<file path="src/design/exec_pkg.sv">
// Shared word, opcode, tag, issue and result types, opcode codes and pipeline depths
`default_nettype none

package exec_pkg;

    // Width of one data word and of a destination register address
    localparam int WORD_WIDTH     = 32;
    localparam int REG_ADDR_WIDTH = 4;

    // Enabled cycles from an accepted issue to the result at the outputs
    localparam int EXEC_LATENCY = 4;

    // Register stages inside each unit before the padding delay line
    localparam int ALU_STAGES = 1;
    localparam int MUL_STAGES = 2;

    // Operands and results are signed two's complement words
    typedef logic signed [WORD_WIDTH-1:0] word_t;

    typedef logic [3:0] opcode_t;

    typedef logic [REG_ADDR_WIDTH-1:0] reg_addr_t;

    // Adder/logic unit subset
    localparam opcode_t OP_ADD = 4'h0;
    localparam opcode_t OP_SUB = 4'h1;
    localparam opcode_t OP_AND = 4'h2;
    localparam opcode_t OP_OR  = 4'h3;
    localparam opcode_t OP_XOR = 4'h4;
    localparam opcode_t OP_SLT = 4'h5;

    // Multiplier unit subset
    // Codes 4'h8 to 4'hf have no operation and give a zero result
    localparam opcode_t OP_MUL = 4'h6;
    localparam opcode_t OP_MAC = 4'h7;

    // Opcode and destination travel down the tag line next to the data
    typedef struct packed {
        opcode_t   opcode;
        reg_addr_t dest;
    } tag_t;

    // One instruction as it arrives on the issue stream
    typedef struct packed {
        opcode_t   opcode;
        reg_addr_t dest;
        word_t     a;
        word_t     b;
        word_t     c;
    } exec_issue_t;

    // One result word on the result stream together with its destination
    typedef struct packed {
        reg_addr_t dest;
        word_t     data;
    } exec_result_t;

endpackage

`default_nettype wire
</file>
<file path="src/design/exec_core.sv">
// Execution stage top level with issue/result handshake, global stall, tag line and both units
`timescale 1ns/1ps
`default_nettype none

module exec_core (
    input  wire                        clock,
    input  wire                        rst_n,
    input  wire                        issue_valid,
    output logic                       issue_ready,
    input  wire exec_pkg::exec_issue_t issue,
    output logic                       result_valid,
    input  wire                        result_ready,
    output exec_pkg::exec_result_t     result
);

    // One enable advances every pipe in the core at the same time
    logic enable;

    // Opcode and destination of the incoming instruction
    exec_pkg::tag_t issue_tag;

    // Tag and occupancy at the end of the pipeline
    exec_pkg::tag_t out_tag;
    logic           out_valid;

    // Multiply-accumulate select decoded from the issue opcode
    logic accumulate;

    // Unit results aligned with out_tag
    exec_pkg::word_t alu_result;
    exec_pkg::word_t mul_result;

    // The pipe may move when the output stage is empty or being drained
    // result_valid is a register output, so there is no combinational loop
    assign enable      = !result_valid || result_ready;
    assign issue_ready = enable;

    assign issue_tag.opcode = issue.opcode;
    assign issue_tag.dest   = issue.dest;

    assign accumulate = (issue.opcode == exec_pkg::OP_MAC);

    // Tag line carries the only occupancy record of the pipeline
    // An enabled cycle without issue_valid shifts in a bubble
    stream_delay #(
        .payload_t (exec_pkg::tag_t),
        .depth     (exec_pkg::EXEC_LATENCY)
    ) u_tag_line (
        .clock     (clock),
        .rst_n     (rst_n),
        .enable    (enable),
        .in_valid  (issue_valid),
        .in_data   (issue_tag),
        .out_valid (out_valid),
        .out_data  (out_tag)
    );

    // Both units see every instruction and compute in parallel
    add_logic_unit u_add_logic (
        .clock  (clock),
        .rst_n  (rst_n),
        .enable (enable),
        .opcode (issue.opcode),
        .a      (issue.a),
        .b      (issue.b),
        .result (alu_result)
    );

    mul_unit u_mul (
        .clock      (clock),
        .rst_n      (rst_n),
        .enable     (enable),
        .accumulate (accumulate),
        .a          (issue.a),
        .b          (issue.b),
        .c          (issue.c),
        .result     (mul_result)
    );

    // Delayed opcode picks the unit that owns this instruction
    result_select u_select (
        .tag          (out_tag),
        .valid        (out_valid),
        .alu_result   (alu_result),
        .mul_result   (mul_result),
        .result       (result),
        .result_valid (result_valid)
    );

endmodule

`default_nettype wire

</file>
<file path="src/design/result_select.sv">
// Result multiplexer driven by the delayed opcode, building the tagged result word
`timescale 1ns/1ps
`default_nettype none

module result_select (
    input  wire exec_pkg::tag_t  tag,
    input  wire                  valid,
    input  wire exec_pkg::word_t alu_result,
    input  wire exec_pkg::word_t mul_result,
    output exec_pkg::exec_result_t result,
    output logic                 result_valid
);

    // Both units and the tag line already line up at the output depth
    always_comb begin
        // Destination always comes straight from the tag
        result.dest = tag.dest;

        case (tag.opcode)
            // Adder/logic subset
            exec_pkg::OP_ADD,
            exec_pkg::OP_SUB,
            exec_pkg::OP_AND,
            exec_pkg::OP_OR,
            exec_pkg::OP_XOR,
            exec_pkg::OP_SLT: begin
                result.data = alu_result;
            end

            // Multiplier subset
            exec_pkg::OP_MUL,
            exec_pkg::OP_MAC: begin
                result.data = mul_result;
            end

            // Undefined codes still retire with a zero word
            default: begin
                result.data = '0;
            end
        endcase
    end

    // Output valid is the final valid bit of the tag line
    assign result_valid = valid;

endmodule

`default_nettype wire

</file>
<file path="src/design/mul_unit.sv">
// Two-stage signed 32x32 multiplier with optional accumulate, padded to the common depth
`timescale 1ns/1ps
`default_nettype none

module mul_unit (
    input  wire                 clock,
    input  wire                 rst_n,
    input  wire                 enable,
    input  wire                 accumulate,
    input  wire exec_pkg::word_t a,
    input  wire exec_pkg::word_t b,
    input  wire exec_pkg::word_t c,
    output exec_pkg::word_t      result
);

    // Full signed product at twice the word width
    logic signed [2*exec_pkg::WORD_WIDTH-1:0] prod_q;

    // Addend and accumulate flag follow the product into stage two
    exec_pkg::word_t c_q;
    logic            acc_q;

    // Stage two output that feeds the padding line
    exec_pkg::word_t mul_q;

    // Stage one registers the product
    // Both operands are signed and the target is 64 bits wide, so they are
    // sign extended before the multiply
    always_ff @(posedge clock) begin
        if (enable) begin
            prod_q <= a * b;
            c_q    <= c;
            acc_q  <= accumulate;
        end
    end

    // Stage two keeps the low word and adds c for multiply-accumulate
    // The sum wraps like any other word result
    always_ff @(posedge clock) begin
        if (enable) begin
            if (acc_q) begin
                mul_q <= exec_pkg::word_t'(prod_q[exec_pkg::WORD_WIDTH-1:0]) + c_q;
            end else begin
                mul_q <= exec_pkg::word_t'(prod_q[exec_pkg::WORD_WIDTH-1:0]);
            end
        end
    end

    // Remaining stages are delay only
    // The tag line in the top level records occupancy, so the valid
    // chain here is fed with ones and its output is not needed
    stream_delay #(
        .payload_t (exec_pkg::word_t),
        .depth     (exec_pkg::EXEC_LATENCY - exec_pkg::MUL_STAGES)
    ) u_mul_pad (
        .clock     (clock),
        .rst_n     (rst_n),
        .enable    (enable),
        .in_valid  (1'b1),
        .in_data   (mul_q),
        .out_valid (),
        .out_data  (result)
    );

endmodule

`default_nettype wire

</file>
<file path="src/design/add_logic_unit.sv">
// Adder, subtractor, bitwise logic and signed compare, padded to the common pipeline depth
`timescale 1ns/1ps
`default_nettype none

module add_logic_unit (
    input  wire                   clock,
    input  wire                   rst_n,
    input  wire                   enable,
    input  wire exec_pkg::opcode_t opcode,
    input  wire exec_pkg::word_t   a,
    input  wire exec_pkg::word_t   b,
    output exec_pkg::word_t        result
);

    // Combinational outcome for this cycle's opcode
    exec_pkg::word_t alu_next;

    // First register stage of the unit
    exec_pkg::word_t alu_q;

    always_comb begin
        unique case (opcode)
            // Add and subtract simply wrap on overflow
            exec_pkg::OP_ADD: begin
                alu_next = a + b;
            end
            exec_pkg::OP_SUB: begin
                alu_next = a - b;
            end
            exec_pkg::OP_AND: begin
                alu_next = a & b;
            end
            exec_pkg::OP_OR: begin
                alu_next = a | b;
            end
            exec_pkg::OP_XOR: begin
                alu_next = a ^ b;
            end
            // Both operands are signed words, so this is a signed compare
            exec_pkg::OP_SLT: begin
                alu_next = (a < b) ? exec_pkg::word_t'(1) : exec_pkg::word_t'(0);
            end
            // Multiplier codes and undefined codes leave this unit at zero
            default: begin
                alu_next = '0;
            end
        endcase
    end

    // Stage 0 of the unit loads together with stage 0 of the tag line
    always_ff @(posedge clock) begin
        if (enable) begin
            alu_q <= alu_next;
        end
    end

    // The rest of the depth is plain delay so the word lines up with its tag
    // Occupancy lives in the tag line, so the valid chain here is only
    // filled with ones and its output is left open
    stream_delay #(
        .payload_t (exec_pkg::word_t),
        .depth     (exec_pkg::EXEC_LATENCY - exec_pkg::ALU_STAGES)
    ) u_alu_pad (
        .clock     (clock),
        .rst_n     (rst_n),
        .enable    (enable),
        .in_valid  (1'b1),
        .in_data   (alu_q),
        .out_valid (),
        .out_data  (result)
    );

endmodule

`default_nettype wire

</file>
<file path="src/design/stream_delay.sv">
// Stallable fixed-depth delay line for any payload type with one valid bit per stage
`timescale 1ns/1ps
`default_nettype none

module stream_delay #(
    parameter type payload_t = logic,
    parameter int  depth     = 1
) (
    input  wire      clock,
    input  wire      rst_n,
    input  wire      enable,
    input  wire      in_valid,
    input  wire      payload_t in_data,
    output logic     out_valid,
    output payload_t out_data
);

    // Stage 0 takes the input, stage depth-1 feeds the output
    payload_t         data_q [depth];
    logic [depth-1:0] valid_q;

    // Valid bits clear on reset and move one stage per enabled edge
    always_ff @(posedge clock or negedge rst_n) begin
        if (!rst_n) begin
            valid_q <= '0;
        end else if (enable) begin
            valid_q[0] <= in_valid;
            for (int i = 1; i < depth; i++) begin
                valid_q[i] <= valid_q[i-1];
            end
        end
    end

    // Payload shifts in lock step with the valid bits
    // A stage whose valid bit is low carries a don't-care payload
    always_ff @(posedge clock) begin
        if (enable) begin
            data_q[0] <= in_data;
            for (int i = 1; i < depth; i++) begin
                data_q[i] <= data_q[i-1];
            end
        end
    end

    // When enable is low every stage holds, so the output is stable
    assign out_valid = valid_q[depth-1];
    assign out_data  = data_q[depth-1];

endmodule

`default_nettype wire

</file>
<file path="config.mk">
export PLATFORM = sky130hd
export DESIGN_NAME = exec_core
export DESIGN_NICKNAME = d
export VERILOG_FILES = /design/src/design/exec_pkg.sv /design/src/design/exec_core.sv /design/src/design/result_select.sv /design/src/design/mul_unit.sv /design/src/design/add_logic_unit.sv /design/src/design/stream_delay.sv
export SDC_FILE = /design/constraint.sdc
export NUM_CORES = 2
export LEC_CHECK = 0
export BUFFER_PORTS_ARGS = -buffer_cell sky130_fd_sc_hd__buf_2
export CAP_MARGIN = 40
export CORE_MARGIN = 5
export CORE_UTILIZATION = 66
export CTS_BUF_LIST = sky130_fd_sc_hd__clkbuf_16
export CTS_CLUSTER_SIZE = 20
export DETAILED_ROUTE_END_ITERATION = 8
export PLACE_DENSITY = 0.88
export REMOVE_ABC_BUFFERS = 1
export SYNTH_ARGS = -nofsm -noshare
export SYNTH_HDL_FRONTEND = slang
export SYNTH_HIERARCHICAL = 1
export SYNTH_SLANG_ARGS = --single-unit
</file>
<file path="constraint.sdc">
create_clock -name clock -period 25 [get_ports clock]
set_clock_uncertainty 0.15 [all_clocks]
set_input_delay 0 -clock clock [delete_from_list [all_inputs] [get_ports clock]]
set_output_delay 0 -clock clock [all_outputs]
set_load 0.1 [all_outputs]
</file>
==> flow_metrics.tcl <==
set metrics [dict create \
    min_to "u_mul/prod_q[0]" \
    ant_nets 0 \
    syn-mean-instance-area_um2 10.4 \
    grt_max_degree 77 \
    grt_pass1_vias 25500 \
    hold_class "input pin to register" \
    clockBufferDepth 3 \
    finalSetupViolations 0 \
    critical_path_class "input pin to register" \
    cp_data_arrival_time_ps 6950 \
    drv_slew 0 \
    period_minus_slack_ps 6760 \
    fin_crit_sh_pct 27.0 \
    hpwlAfterDp_mm 60.9 \
    hold_viol 0 \
    drt-initial-drc-count 1933 \
    critPathMaxFanout 29 \
    syn-cell-area_um2 34000 \
    die_w_um 237 \
    max_freq_mhz 148 \
    h-tree-depth 1 \
    critPathLaunch "issue[38]" \
    timing.rr.end "u_mul/mul_q[30]" \
    ios 146 \
    dr.pass1.iters 6 \
    n_fill_cell 3532 \
    r2r_slack_ps 21140 \
    cts_tree "yes" \
    slew_headroom_pct 39.0 \
    worst-r2r-cell-count 12 \
    status "finished clean" \
    insertion_delay_ps 600 \
    antenna_found_initial 4 \
    vias 24100 \
    worstHoldPathCells 2 \
    cts_buffers 31 \
    grt_pass1_wl_mm 136 \
    rsz0062_at_grt "no" \
    gp_congestion 0.940 \
    ys_warn_count 6 \
    synthCells 3277 \
    wl_mm 85.4 \
    reg2reg_from "u_mul/c_q[0]" \
    fin_tns_setup_ps 0 \
    numClockSinks 321 \
    wl_per_cell_um 21.1 \
    worstPathRequired_ps 25190 \
    core_area_um2 51200 \
    grt-ovfl-total 0 \
    drive_gt1_share_pct 8.99 \
    fp.dieArea_um2 56200 \
    cp-end-kind "register" \
    layout.nets 4135 \
    clkTransAtPathRegs_ps 60 \
    antenna_cells 0 \
    layout_commonest_cell "inv_1" \
    syn_to_final_growth_pct 7.12 \
    numPortBuffers 145 \
    route.detailed.drc 0 \
    max-cap-violations 0 \
    min_from "issue[32]" \
    row_count 83 \
    tightest_slew_ps 915 \
    globalRouteTotalUtil_pct 30.2 \
    start_kind "input pin" \
    start_util_pct 66.4 \
    holdWs_ps 49.6 \
    via_per_inst 5.96 \
    layout_common_cells "539 x inv_1, 411 x fa_1, 353 x and2_1, 317 x edfxtp_1, 281 x ha_1" \
    fp.dieH_um 237 \
    cts_root_buf "clkbuf_16" \
]
registers in the layout (all words and copies together) (netlist names):
register                      flops
u_mul/mul_q                      32
u_mul/c_q                        32
u_tag_line/valid_q                4
u_mul/u_mul_pad/data_q           64
u_mul/acc_q                       1
u_mul/prod_q                     32
u_tag_line/data_q                28
u_add_logic/alu_q                32
u_add_logic/u_alu_pad/data_q     96
worst max-delay path, stage by stage:
cell      delay (ps)
buf_2            570
and2_1           260
fa_1             460
fa_1             490
fa_1             510
inv_1             50
fa_1             470
inv_1             50
fa_1             500
inv_1             50
fa_1             520
inv_1             50
fa_1             520
fa_1             420
ha_1             410
a21o_1           230
a21o_1           170
a21oi_1          170
o21ai_0          170
a31oi_4          220
o221ai_2         160
a31o_1           240
a21oi_1          170
xnor2_1           70
through the flow:
step | cells | worst slack [ps] | utilization, % | area (um^2)
2_1_floorplan | 3054 | 14720 | - | 32700
3_3_place_gp | 3892 | 17760 | 67.3 | 34400
3_5_place_dp | 3898 | 17690 | 67.5 | 34600
4_1_cts | 4039 | 18330 | 71.2 | 36400
5_1_grt | 4039 | 17840 | 71.2 | 36400
6_report | 4039 | 18240 | 71.2 | 36400
worst max path at each step:
stage / endpoint / slack [ps]
3_3_place_gp: u_mul/prod_q[29] / 17760
2_1_floorplan: u_tag_line/valid_q[0] / 14720
5_1_grt: u_mul/prod_q[30] / 17840
4_1_cts: u_mul/prod_q[29] / 18330
3_5_place_dp: u_mul/prod_q[29] / 17690
6_report: u_mul/prod_q[29] / 18240
layer usage:
layer / vias up / global-route usage [%] / wire [um]
li1: 10700 / - / -
met1: 11800 / 38.6 / 32700
met2: 1265 / 51.7 / 41900
met3: 285 / 4.36 / 6480
met4: 4 / 13.3 / 4250
met5: - / 0 / 27
what timing repair did:
action	in CTS	in global routing
hold endpoints to repair	67	0
hold buffers	84	0
buffers inserted	0	0
gates resized for setup	0	0
area by class of cell:
class	instances	area (um^2)	share of cell area, %
tap	680	851	2.34
timing repair buffer	248	1790	4.91
clock buffer	31	776	2.13
sequential	321	9620	26.4
multi-input combinational	2198	21100	58.0
clock inverter	26	255	0.701
inverter	535	2010	5.51
Power is left out: the tool's default activity adds up to more than one toggle a clock period on the data nets, which glitch-free logic cannot reach.
